===== config.mk =====
export PLATFORM = sky130hd
export DESIGN_NAME = coproc_top
export DESIGN_NICKNAME = d
export VERILOG_FILES = /design/src/common/coproc_pkg.sv /design/src/design/coproc_addr_regs.sv /design/src/bitfield/bitfield_datapath.sv /design/src/design/coproc_ctrl.sv /design/src/design/coproc_top.sv
export SDC_FILE = /design/constraint.sdc
export NUM_CORES = 1
export LEC_CHECK = 0
export BUFFER_PORTS_ARGS = -buffer_cell sky130_fd_sc_hd__buf_2
export CELL_PAD_IN_SITES_DETAIL_PLACEMENT = 2
export CELL_PAD_IN_SITES_GLOBAL_PLACEMENT = 2
export CORE_AREA = 2 2 246 272
export DETAILED_ROUTE_END_ITERATION = 10
export DIE_AREA = 0 0 248 274
export HOLD_SLACK_MARGIN = 0.1
export PLACE_DENSITY = 0.78
export SYNTH_ARGS = -nofsm -noshare
export SYNTH_HDL_FRONTEND = slang
export SYNTH_SLANG_ARGS = --single-unit

===== constraint.sdc =====
create_clock -name clk_i -period 3.7 [get_ports clk_i]
set_input_delay 0 -clock clk_i [delete_from_list [all_inputs] [get_ports clk_i]]
set_output_delay 0 -clock clk_i [all_outputs]
set_load 0.01 [all_outputs]

===== src/common/coproc_pkg.sv =====
package coproc_pkg;

  localparam int XLEN       = 32;  // data and address width
  localparam int BIT_IDX_W  = 5;   // bit position inside one word
  localparam int WORD_OFF_W = XLEN - BIT_IDX_W;

  localparam logic [6:0] OPCODE_RMLD = 7'h0B;  // custom-0, load bit-field
  localparam logic [6:0] OPCODE_RMST = 7'h2B;  // custom-1, store bit-field

  typedef enum logic [6:0] {
    OPC_RMLD = OPCODE_RMLD,
    OPC_RMST = OPCODE_RMST
  } coproc_opcode_e;

  // funct3[2] set marks a config instruction
  typedef enum logic [2:0] {
    RMXR   = 3'b000,  // store zeros
    RMXS   = 3'b001,  // store ones
    RMCS   = 3'b010,  // store shadow register
    CASRM  = 3'b101,  // store base <- rs1
    CALRM  = 3'b110,  // load base <- rs2
    CASLRM = 3'b111   // both bases
  } bf_funct3_e;

  typedef enum logic [2:0] {
    IDLE,
    CFG,
    MEM_RD1,
    MEM_RD2,
    UPDATE,
    MEM_WR1,
    MEM_WR2,
    RETIRE
  } coproc_state_e;

  // rs1 is a plain byte address for config instructions and a bit
  // pointer for field instructions
  typedef union packed {
    logic [XLEN-1:0] byte_addr;
    struct packed {
      logic [WORD_OFF_W-1:0] word_off;  // aligned word offset from base
      logic [BIT_IDX_W-1:0]  bit_idx;   // first bit of the field
    } field;
  } bit_ptr_u;

endpackage


===== src/design/coproc_addr_regs.sv =====
`timescale 1ns/1ps

module coproc_addr_regs (
  input  logic                        clk_i,
  input  logic                        rst_ni,
  input  logic                        cfg_we,
  input  coproc_pkg::bf_funct3_e      cfg_funct3,
  input  coproc_pkg::bit_ptr_u        op_rs1,
  input  logic [coproc_pkg::XLEN-1:0] op_rs2,
  input  logic                        field_is_load,
  output logic [coproc_pkg::XLEN-1:0] field_addr
);

  logic [coproc_pkg::XLEN-1:0] ld_base_q;   // base of the load stream
  logic [coproc_pkg::XLEN-1:0] st_base_q;   // base of the store stream
  logic [coproc_pkg::XLEN-1:0] base;
  logic [coproc_pkg::XLEN-1:0] word_bytes;  // word offset in bytes

  always_ff @(posedge clk_i or negedge rst_ni) begin
    if (!rst_ni) begin
      ld_base_q <= '0;
      st_base_q <= '0;
    end else if (cfg_we) begin
      case (cfg_funct3)
        coproc_pkg::CASRM: begin
          st_base_q <= op_rs1.byte_addr;
        end
        coproc_pkg::CALRM: begin
          ld_base_q <= op_rs2;
        end
        coproc_pkg::CASLRM: begin
          st_base_q <= op_rs1.byte_addr;
          ld_base_q <= op_rs2;
        end
        default: begin
          st_base_q <= st_base_q;  // field funct3, nothing to set
        end
      endcase
    end
  end

  assign base       = field_is_load ? ld_base_q : st_base_q;
  assign word_bytes = coproc_pkg::XLEN'({op_rs1.field.word_off, 2'b00});  // offset x 4
  assign field_addr = base + word_bytes;

  // the controller may only write bases while running a config instruction
  a_cfg_we_funct3 : assert property (
    @(posedge clk_i) disable iff (!rst_ni)
    cfg_we |-> cfg_funct3 inside {coproc_pkg::CASRM, coproc_pkg::CALRM, coproc_pkg::CASLRM}
  ) else $error("base write with a field funct3");

endmodule


===== src/bitfield/bitfield_datapath.sv =====
`timescale 1ns/1ps

module bitfield_datapath (
  input  logic                             clk_i,
  input  logic                             rst_ni,
  input  logic                             rd_lo_we,
  input  logic                             rd_hi_we,
  input  logic                             shadow_we,
  input  logic [coproc_pkg::XLEN-1:0]      mem_rdata,
  input  logic [coproc_pkg::BIT_IDX_W-1:0] bit_idx,
  input  logic [4:0]                       field_len_m1,
  input  coproc_pkg::bf_funct3_e           src_sel,
  output logic [coproc_pkg::XLEN-1:0]      wdata_lo,
  output logic [coproc_pkg::XLEN-1:0]      wdata_hi
);

  logic [2*coproc_pkg::XLEN-1:0] rbuf_q;      // {word A+4, word A}
  logic [coproc_pkg::XLEN-1:0]   shadow_q;
  logic [coproc_pkg::XLEN-1:0]   len_mask;    // field_len_m1+1 ones at the bottom
  logic [2*coproc_pkg::XLEN-1:0] field_mask;  // len_mask moved to bit_idx
  logic [2*coproc_pkg::XLEN-1:0] rbuf_shr;
  logic [coproc_pkg::XLEN-1:0]   field_val;
  logic [2*coproc_pkg::XLEN-1:0] src_bits;
  logic [2*coproc_pkg::XLEN-1:0] merged;

  // the low word always arrives first
  always_ff @(posedge clk_i or negedge rst_ni) begin
    if (!rst_ni) begin
      rbuf_q <= '0;
    end else begin
      if (rd_lo_we) begin
        rbuf_q[coproc_pkg::XLEN-1:0] <= mem_rdata;
      end
      if (rd_hi_we) begin
        rbuf_q[2*coproc_pkg::XLEN-1:coproc_pkg::XLEN] <= mem_rdata;
      end
    end
  end

  // a length of 32 gives an all-ones mask
  assign len_mask   = {coproc_pkg::XLEN{1'b1}} >> (5'd31 - field_len_m1);
  assign field_mask = {{coproc_pkg::XLEN{1'b0}}, len_mask} << bit_idx;

  assign rbuf_shr  = rbuf_q >> bit_idx;
  assign field_val = rbuf_shr[coproc_pkg::XLEN-1:0] & len_mask;  // zero-extended field

  always_ff @(posedge clk_i or negedge rst_ni) begin
    if (!rst_ni) begin
      shadow_q <= '0;
    end else if (shadow_we) begin
      shadow_q <= field_val;
    end
  end

  always_comb begin
    case (src_sel)
      coproc_pkg::RMXR: begin
        src_bits = '0;
      end
      coproc_pkg::RMXS: begin
        src_bits = '1;
      end
      coproc_pkg::RMCS: begin
        src_bits = {{coproc_pkg::XLEN{1'b0}}, shadow_q} << bit_idx;  // line up with the field
      end
      default: begin
        src_bits = '0;
      end
    endcase
  end

  // only bits under the mask change, the rest of both words is written back as read
  assign merged   = (rbuf_q & ~field_mask) | (src_bits & field_mask);
  assign wdata_lo = merged[coproc_pkg::XLEN-1:0];
  assign wdata_hi = merged[2*coproc_pkg::XLEN-1:coproc_pkg::XLEN];

endmodule


===== src/design/coproc_ctrl.sv =====
`timescale 1ns/1ps

module coproc_ctrl #(
  parameter int ID_WIDTH = 4
) (
  input  logic                        clk_i,
  input  logic                        rst_ni,

  input  logic                        issue_valid,
  output logic                        issue_ready,
  input  logic [31:0]                 issue_instr,
  input  logic [ID_WIDTH-1:0]         issue_id,
  input  logic [coproc_pkg::XLEN-1:0] issue_rs1,
  input  logic [coproc_pkg::XLEN-1:0] issue_rs2,
  output logic                        issue_accept,

  input  logic                        commit_valid,
  input  logic                        commit_kill,

  output logic                        mem_valid,
  output logic [coproc_pkg::XLEN-1:0] mem_addr,
  output logic                        mem_we,
  output logic [coproc_pkg::XLEN-1:0] mem_wdata,
  output logic                        mem_last,
  output logic [ID_WIDTH-1:0]         mem_id,
  input  logic                        mem_result_valid,

  output logic                        result_valid,
  input  logic                        result_ready,
  output logic [ID_WIDTH-1:0]         result_id,

  output logic                        cfg_we,
  output coproc_pkg::bf_funct3_e      cfg_funct3,
  output coproc_pkg::bit_ptr_u        op_rs1,
  output logic [coproc_pkg::XLEN-1:0] op_rs2,
  output logic                        field_is_load,
  input  logic [coproc_pkg::XLEN-1:0] field_addr,
  output logic                        rd_lo_we,
  output logic                        rd_hi_we,
  output logic                        shadow_we,
  input  logic [coproc_pkg::XLEN-1:0] wdata_lo,
  input  logic [coproc_pkg::XLEN-1:0] wdata_hi
);

  coproc_pkg::coproc_state_e  state_q;
  coproc_pkg::coproc_state_e  state_d;
  coproc_pkg::coproc_opcode_e issue_opc;
  logic                       issue_fire;
  logic                       issue_is_cfg;   // funct3[2] of the incoming instr
  logic                       commit_q;       // sticky commit
  logic                       committed;
  logic                       result_fire;
  logic                       second_word;    // request targets A+4
  logic [ID_WIDTH-1:0]        id_q;

  assign issue_opc    = coproc_pkg::coproc_opcode_e'(issue_instr[6:0]);
  assign issue_accept = issue_opc inside {coproc_pkg::OPC_RMLD, coproc_pkg::OPC_RMST};
  assign issue_ready  = state_q == coproc_pkg::IDLE;
  assign issue_fire   = issue_valid & issue_ready & issue_accept;
  assign issue_is_cfg = issue_instr[14];

  // instruction capture, one in flight so no queue
  always_ff @(posedge clk_i or negedge rst_ni) begin
    if (!rst_ni) begin
      id_q          <= '0;
      cfg_funct3    <= coproc_pkg::RMXR;
      op_rs1        <= '0;
      op_rs2        <= '0;
      field_is_load <= 1'b0;
    end else if (issue_fire) begin
      id_q          <= issue_id;
      cfg_funct3    <= coproc_pkg::bf_funct3_e'(issue_instr[14:12]);
      op_rs1        <= issue_rs1;
      op_rs2        <= issue_rs2;
      field_is_load <= issue_opc == coproc_pkg::OPC_RMLD;
    end
  end

  assign result_fire = result_valid & result_ready;

  always_ff @(posedge clk_i or negedge rst_ni) begin
    if (!rst_ni) begin
      commit_q <= 1'b0;
    end else if (commit_kill || result_fire) begin
      commit_q <= 1'b0;
    end else if (commit_valid && state_q != coproc_pkg::IDLE) begin
      commit_q <= 1'b1;
    end
  end

  assign committed = commit_q | commit_valid;

  always_ff @(posedge clk_i or negedge rst_ni) begin
    if (!rst_ni) begin
      state_q <= coproc_pkg::IDLE;
    end else begin
      state_q <= state_d;
    end
  end

  always_comb begin
    state_d = state_q;
    if (commit_kill && state_q != coproc_pkg::IDLE) begin
      state_d = coproc_pkg::IDLE;  // abandon the instruction
    end else begin
      case (state_q)
        coproc_pkg::IDLE: begin
          if (issue_fire) begin
            state_d = issue_is_cfg ? coproc_pkg::CFG : coproc_pkg::MEM_RD1;
          end
        end
        coproc_pkg::CFG: begin
          if (committed) state_d = coproc_pkg::RETIRE;
        end
        coproc_pkg::MEM_RD1: begin
          if (mem_result_valid) state_d = coproc_pkg::MEM_RD2;
        end
        coproc_pkg::MEM_RD2: begin
          if (mem_result_valid) state_d = coproc_pkg::UPDATE;
        end
        coproc_pkg::UPDATE: begin
          if (committed) begin
            state_d = field_is_load ? coproc_pkg::RETIRE : coproc_pkg::MEM_WR1;
          end
        end
        coproc_pkg::MEM_WR1: begin
          if (mem_result_valid) state_d = coproc_pkg::MEM_WR2;
        end
        coproc_pkg::MEM_WR2: begin
          if (mem_result_valid) state_d = coproc_pkg::RETIRE;
        end
        coproc_pkg::RETIRE: begin
          if (result_ready) state_d = coproc_pkg::IDLE;
        end
        default: begin
          state_d = coproc_pkg::IDLE;
        end
      endcase
    end
  end

  // architectural updates only once committed and not killed
  assign cfg_we    = (state_q == coproc_pkg::CFG) & committed & ~commit_kill;
  assign shadow_we = (state_q == coproc_pkg::UPDATE) & committed & field_is_load & ~commit_kill;
  assign rd_lo_we  = (state_q == coproc_pkg::MEM_RD1) & mem_result_valid;
  assign rd_hi_we  = (state_q == coproc_pkg::MEM_RD2) & mem_result_valid;

  assign mem_valid   = state_q inside {coproc_pkg::MEM_RD1, coproc_pkg::MEM_RD2,
                                       coproc_pkg::MEM_WR1, coproc_pkg::MEM_WR2};
  assign second_word = state_q inside {coproc_pkg::MEM_RD2, coproc_pkg::MEM_WR2};
  assign mem_addr    = second_word ? field_addr + coproc_pkg::XLEN'(4) : field_addr;
  assign mem_we      = state_q inside {coproc_pkg::MEM_WR1, coproc_pkg::MEM_WR2};
  assign mem_wdata   = second_word ? wdata_hi : wdata_lo;
  assign mem_last    = (state_q == coproc_pkg::MEM_RD2 && field_is_load) ||
                       state_q == coproc_pkg::MEM_WR2;  // a load ends on its reads
  assign mem_id      = id_q;

  assign result_valid = state_q == coproc_pkg::RETIRE;
  assign result_id    = id_q;

  a_mem_result_excl : assert property (
    @(posedge clk_i) disable iff (!rst_ni)
    !(mem_valid && result_valid)
  ) else $error("memory request and result both valid");

  // a waiting request keeps its address until the responder answers
  a_mem_addr_stable : assert property (
    @(posedge clk_i) disable iff (!rst_ni)
    mem_valid && !mem_result_valid && !commit_kill |=> mem_valid && $stable(mem_addr)
  ) else $error("mem_addr changed while request pending");

  // no new issue slot opens until the result handshake or a kill ends the instruction
  a_busy_not_ready : assert property (
    @(posedge clk_i) disable iff (!rst_ni)
    issue_fire || (!issue_ready && !result_fire && !commit_kill) |=> !issue_ready
  ) else $error("issue_ready high while busy");

endmodule


===== src/design/coproc_top.sv =====
`timescale 1ns/1ps

module coproc_top #(
  parameter int ID_WIDTH = 4
) (
  input  logic                        clk_i,
  input  logic                        rst_ni,

  input  logic                        issue_valid,
  output logic                        issue_ready,
  input  logic [31:0]                 issue_instr,
  input  logic [ID_WIDTH-1:0]         issue_id,
  input  logic [coproc_pkg::XLEN-1:0] issue_rs1,
  input  logic [coproc_pkg::XLEN-1:0] issue_rs2,
  output logic                        issue_accept,

  input  logic                        commit_valid,
  input  logic                        commit_kill,

  output logic                        mem_valid,
  output logic [coproc_pkg::XLEN-1:0] mem_addr,
  output logic                        mem_we,
  output logic [coproc_pkg::XLEN-1:0] mem_wdata,
  output logic                        mem_last,
  output logic [ID_WIDTH-1:0]         mem_id,
  input  logic                        mem_result_valid,
  input  logic [coproc_pkg::XLEN-1:0] mem_rdata,

  output logic                        result_valid,
  input  logic                        result_ready,
  output logic [ID_WIDTH-1:0]         result_id
);

  logic                        cfg_we;
  coproc_pkg::bf_funct3_e      cfg_funct3;
  coproc_pkg::bit_ptr_u        op_rs1;
  logic [coproc_pkg::XLEN-1:0] op_rs2;
  logic                        field_is_load;
  logic [coproc_pkg::XLEN-1:0] field_addr;
  logic                        rd_lo_we;
  logic                        rd_hi_we;
  logic                        shadow_we;
  logic [coproc_pkg::XLEN-1:0] wdata_lo;
  logic [coproc_pkg::XLEN-1:0] wdata_hi;

  coproc_ctrl #(
    .ID_WIDTH (ID_WIDTH)
  ) u_ctrl (
    .clk_i            (clk_i),
    .rst_ni           (rst_ni),
    .issue_valid      (issue_valid),
    .issue_ready      (issue_ready),
    .issue_instr      (issue_instr),
    .issue_id         (issue_id),
    .issue_rs1        (issue_rs1),
    .issue_rs2        (issue_rs2),
    .issue_accept     (issue_accept),
    .commit_valid     (commit_valid),
    .commit_kill      (commit_kill),
    .mem_valid        (mem_valid),
    .mem_addr         (mem_addr),
    .mem_we           (mem_we),
    .mem_wdata        (mem_wdata),
    .mem_last         (mem_last),
    .mem_id           (mem_id),
    .mem_result_valid (mem_result_valid),
    .result_valid     (result_valid),
    .result_ready     (result_ready),
    .result_id        (result_id),
    .cfg_we           (cfg_we),
    .cfg_funct3       (cfg_funct3),
    .op_rs1           (op_rs1),
    .op_rs2           (op_rs2),
    .field_is_load    (field_is_load),
    .field_addr       (field_addr),
    .rd_lo_we         (rd_lo_we),
    .rd_hi_we         (rd_hi_we),
    .shadow_we        (shadow_we),
    .wdata_lo         (wdata_lo),
    .wdata_hi         (wdata_hi)
  );

  coproc_addr_regs u_addr_regs (
    .clk_i         (clk_i),
    .rst_ni        (rst_ni),
    .cfg_we        (cfg_we),
    .cfg_funct3    (cfg_funct3),
    .op_rs1        (op_rs1),
    .op_rs2        (op_rs2),
    .field_is_load (field_is_load),
    .field_addr    (field_addr)
  );

  bitfield_datapath u_datapath (
    .clk_i        (clk_i),
    .rst_ni       (rst_ni),
    .rd_lo_we     (rd_lo_we),
    .rd_hi_we     (rd_hi_we),
    .shadow_we    (shadow_we),
    .mem_rdata    (mem_rdata),
    .bit_idx      (op_rs1.field.bit_idx),
    .field_len_m1 (op_rs2[4:0]),
    .src_sel      (cfg_funct3),
    .wdata_lo     (wdata_lo),
    .wdata_hi     (wdata_hi)
  );

endmodule


==> reports/qor.tcl <==
set qor(ir_drop_v) 0.000530
set qor(worstSetupEndpoint) {mem_addr[31]}
set qor(fin_crit_ns) 5.08
set qor(insertion_delay_ns) 0.58
set qor(io_pins) 217
set qor(syn-cell-area_um2) 19400
set qor(timing.rr.end) {u_datapath.shadow_q[16]$_DFFE_PN0P_}
set qor(achievable-frequency_mhz) 197
set qor(setup.worst_path.end_class) {output port}
set qor(grt_setup_unrepaired) {yes}
set qor(finalCritPeriodShare_pct) 137
set qor(maximum_number_of_pins_on_one_net_before_global_route_repair) 126
set qor(violations_in_the_final_reports) {setup timing}
set qor(slew_viol_final) 0
set qor(switchingPower_uw) 7130
set qor(worstPathMaxFanout) 12
set qor(start_util_pct) 29.6
set qor(yosys_register_bits) 236
set qor(grt_util_all_layers_pct) 29.6
set qor(worst-r2r-cell-count) 10
set qor(root_buffer) {clkbuf_16}
set qor(clock-skew-final_ns) 0.0222
set qor(ys.flop_type) {dfrtp_1}
set qor(die-area_um2) 68000
set qor(post_drt_wl_per_cell_um) 31.8
set qor(final_replace_weighted_congestion) 0.964
set qor(critical_path.reg2reg.startpoint) {u_ctrl.op_rs1[1]$_DFFE_PN0P_}
set qor(yosysWarnings) 0
set qor(final_critical_path_setup_slack_ns) -1.38
set qor(timing_worst_setup_path_type) {flop to output port}
set qor(clk_pin_slew_ns) 0.07
set qor(placementRows) 99
set qor(routed-via-count) 20900
set qor(drt_pass1_iterations) 6
set qor(internal_power_uw) 8030
set qor(grt_overflow_total) 0
set qor(die_width_um) 248
set qor(vias_in_the_first_global_route) 22500
set qor(cap_violations) 0
set qor(clock_tree_from_tritoncts) {done}
set qor(setup-violations-final) 24
set qor(post_synth.cell_area_avg_um2) 8.94
set qor(setup.worst_path.start_class) {flop}
set qor(synthesis.instances) 2168
set qor(port_buffers) 194
set qor(ys_async_sr_fraction_pct) 100
set qor(max_slew_margin_pct) 25.1
set qor(die_h_um) 274
set qor(final_hpwl_dp_um) 70300
set qor(area_growth_syn_to_layout_pct) 33.0
set qor(synth_edf_count) 0
set qor(crit_path_start) {u_ctrl.field_is_load$_DFFE_PN0P_}
set qor(ys_seq_area_share_pct) 30.5
set qor(switching_share_pct) 47.0
set qor(numClockSinks) 236
set qor(grt_antenna_before_repair) 7
set qor(number_of_nets_in_the_synthesized_netlist) 2336
set qor(power.share.combinational_pct) 49.3
set qor(drt.antenna.violating_nets) 0
set qor(final_area_um2) 25800
set qor(setup.reg_to_reg.worst_slack_ns) 0.51
set qor(power_density_nw_per_um2) 588
set qor(tritoncts.num_buffers) 29
set qor(tightestPinTransition_ns) 1.12
set qor(holdCritPathClass) {input port to flop}
set qor(cts-htree-levels) 1
set qor(clock_tree_buffer_depth) 3
set qor(drtIter0Drc) 1333
set qor(totalWireLength_um) 110000
set qor(hold_slack_ns) 0.164
set qor(grt_pass1_wl_um) 151000
set qor(reg_power_share_pct) 29.2
set qor(required_ns) 3.70
set qor(routed_via_density) 6.05
set qor(total_leakage_power_uw) 0.0116
set qor(drt_drc_violations_left) 0
set qor(worstPathArrival_ns) 5.08
set qor(power.clock.fraction_pct) 21.5
set qor(yosysUniqueCellTypes) 90
set qor(fin_nets) 2737
set qor(postPlaceCellArea_um2) 22500
set qor(drive_above_1_share_pct) 36.4
set qor(synthDominantCellAreaShare_pct) 30.5
set qor(synth_largest_area_cell) {dfrtp_1}
set qor(hold_viol_final) 0
set qor(core_area_um2) 65500
set qor(outcome) {finished, violations left}
set qor(synth.area.top_cells) {dfrtp_1 30%, mux2_2 15%, mux2i_1 7.3%}
set qor(hold_path_startpoint) {issue_instr[6]}
==> cells in the mapped netlist, drive strengths merged (5+ instances only) <==
library cell / instances
nand3: 43
nand2: 310
a21o: 22
o311ai: 6
ha: 28
xor2: 14
a22o: 7
nand2b: 6
xnor2: 26
mux2: 253
a32oi: 6
a31oi: 15
nor2b: 13
a2111oi: 7
or2: 11
dfrtp: 236
o22ai: 20
nor3b: 7
o21ai: 206
and2: 18
mux4: 48
o31ai: 6
or3: 9
o211ai: 49
nand4: 20
a211o: 9
buf: 64
and3: 13
o21a: 14
clkbuf: 118
a211oi: 27
a21oi: 115
o221ai: 5
a22oi: 9
nor3: 28
nor2: 139
mux2i: 141
inv: 20
o22a: 5
==> through the flow <==
step                worst slack [ns]  cells  power, µW  setup TNS [ns]  utilization (%)
finish                         -1.38   3452      15200          -19.26             39.3
detailed placement            -0.286   3248      11200           -1.85             34.3
global route                   -1.42   3452      15700          -20.73             39.3
CTS                           -0.879   3419      14600          -12.58             37.9
floorplan                    0.00217   2168       7890               0                -
global placement              -0.155   3248      10900          -0.577             34.3
==> power by group through the flow <==
stage,logic [µW],registers [µW],clock network [µW]
2_1_floorplan,4400,3490,0
3_3_place_gp,6590,4300,0
3_5_place_dp,6840,4330,0
4_1_cts,7040,4300,3260
5_1_grt,7920,4400,3380
6_report,7480,4430,3250
==> cell families (layout without fill, tap and decap cells) <==
logic type	count (synthesis)	count (layout)	synth area share, %
buf+inv	203	626	4.31
compound gates	578	578	18.9
fa+ha+maj	32	32	2.07
flops	236	236	30.5
mux	442	442	27.6
other cells	0	3	0
simple gates	637	637	14.9
xor+xnor	40	40	1.81
==> routing by layer <==
metal  part of all wire [%]  routed length (µm)  track usage (%)  vias up
met1                     37               41000             34.7    10800
met2                     50               55200             52.7      917
met3                    5.8                6360             3.99      371
met5                  0.025                  27                0        -
met4                    6.6                7210             14.1        4
li1                       -                   -                -     8798
==> final cells by class <==
cell class	instances	area, µm²
clock buffers	34	774
repair buffers	552	4230
flip-flops and latches	236	5920
inverters	21	83.8
multi-input cells	1729	13400
clock inverters	19	278
fillers	6999	39800
well taps	858	1070
diodes	3	7.51
==> sequential cells by signal, indices dropped and copies added, names as in the netlist <==
signal / cells
u_addr_regs.ld_base_q: 32
u_ctrl.state_q: 3
u_ctrl.op_rs1: 32
u_ctrl.op_rs2: 32
u_ctrl.mem_id: 4
u_ctrl.field_is_load: 1
u_datapath.rbuf_q: 64
u_ctrl.commit_q: 1
u_datapath.shadow_q: 32
u_addr_regs.st_base_q: 32
u_ctrl.cfg_funct3: 3
==> cells in the final DEF, fill, tap and decap left out, types with 9 or more instances in the layout <==
master	netlist	final
mux4_2	48	48
a211oi_1	26	23
or2_2	11	10
o21ai_0	203	187
and2_1	16	15
buf_4	6	209
buf_2	16	193
xnor2_2	0	11
o22ai_1	20	20
o21a_1	14	14
dlygate4sd3_1	0	111
ha_4	0	12
inv_1	18	14
nand3_1	43	37
mux2_2	253	249
buf_12	0	11
a21oi_1	114	103
a21o_1	21	20
xnor2_1	26	15
o211ai_1	49	49
nor2_1	139	130
nor2b_1	13	12
a31oi_1	15	15
clkbuf_16	0	31
nand4_1	20	20
dfrtp_1	236	230
nor3_1	28	22
mux2i_1	141	138
a21oi_2	1	11
o21ai_1	2	14
buf_6	4	24
nand2_1	310	301
a22oi_1	9	9
ha_1	28	16
and3_1	12	11
==> timing repair <==
item | in CTS | in global routing
cloned | 0 | 2
hold endpoints to repair | 251 | 0
resized for setup | 31 | 148
setup endpoints to repair | 24 | 38
setup buffers | 7 | 33
hold buffers | 111 | 0
pin swaps | 12 | 63
==> how the worst min path moves through the flow <==
stage	endpoint	slack (ns)	depth (start not counted)
after floorplan	u_addr_regs.ld_base_q[0]$_DFFE_PN0P_	-0.30	0
after global placement	u_ctrl.op_rs1[15]$_DFFE_PN0P_	0.12	1
after detailed placement	u_ctrl.op_rs1[15]$_DFFE_PN0P_	0.14	1
after CTS	u_ctrl.op_rs1[15]$_DFFE_PN0P_	0.13	2
after global routing	u_ctrl.state_q[2]$_DFFE_PN0P_	0.19	7
final	u_ctrl.state_q[2]$_DFFE_PN0P_	0.16	7
==> worst max-delay path, stage by stage (launching register included) <==
cell and delay (ns):
dfrtp_2 0.43, buf_12 0.15, buf_12 0.15, mux2_2 0.36, ha_1 0.33, buf_4 0.16
buf_4 0.13, nand4_1 0.16, o211ai_1 0.20, nor3b_2 0.31, o21ai_0 0.17, a311o_1 0.34
or3b_4 0.43, nor4b_4 0.42, nand4_1 0.28, xnor2_2 0.30, buf_2 0.17
Power figures use the tool's default switching activity.
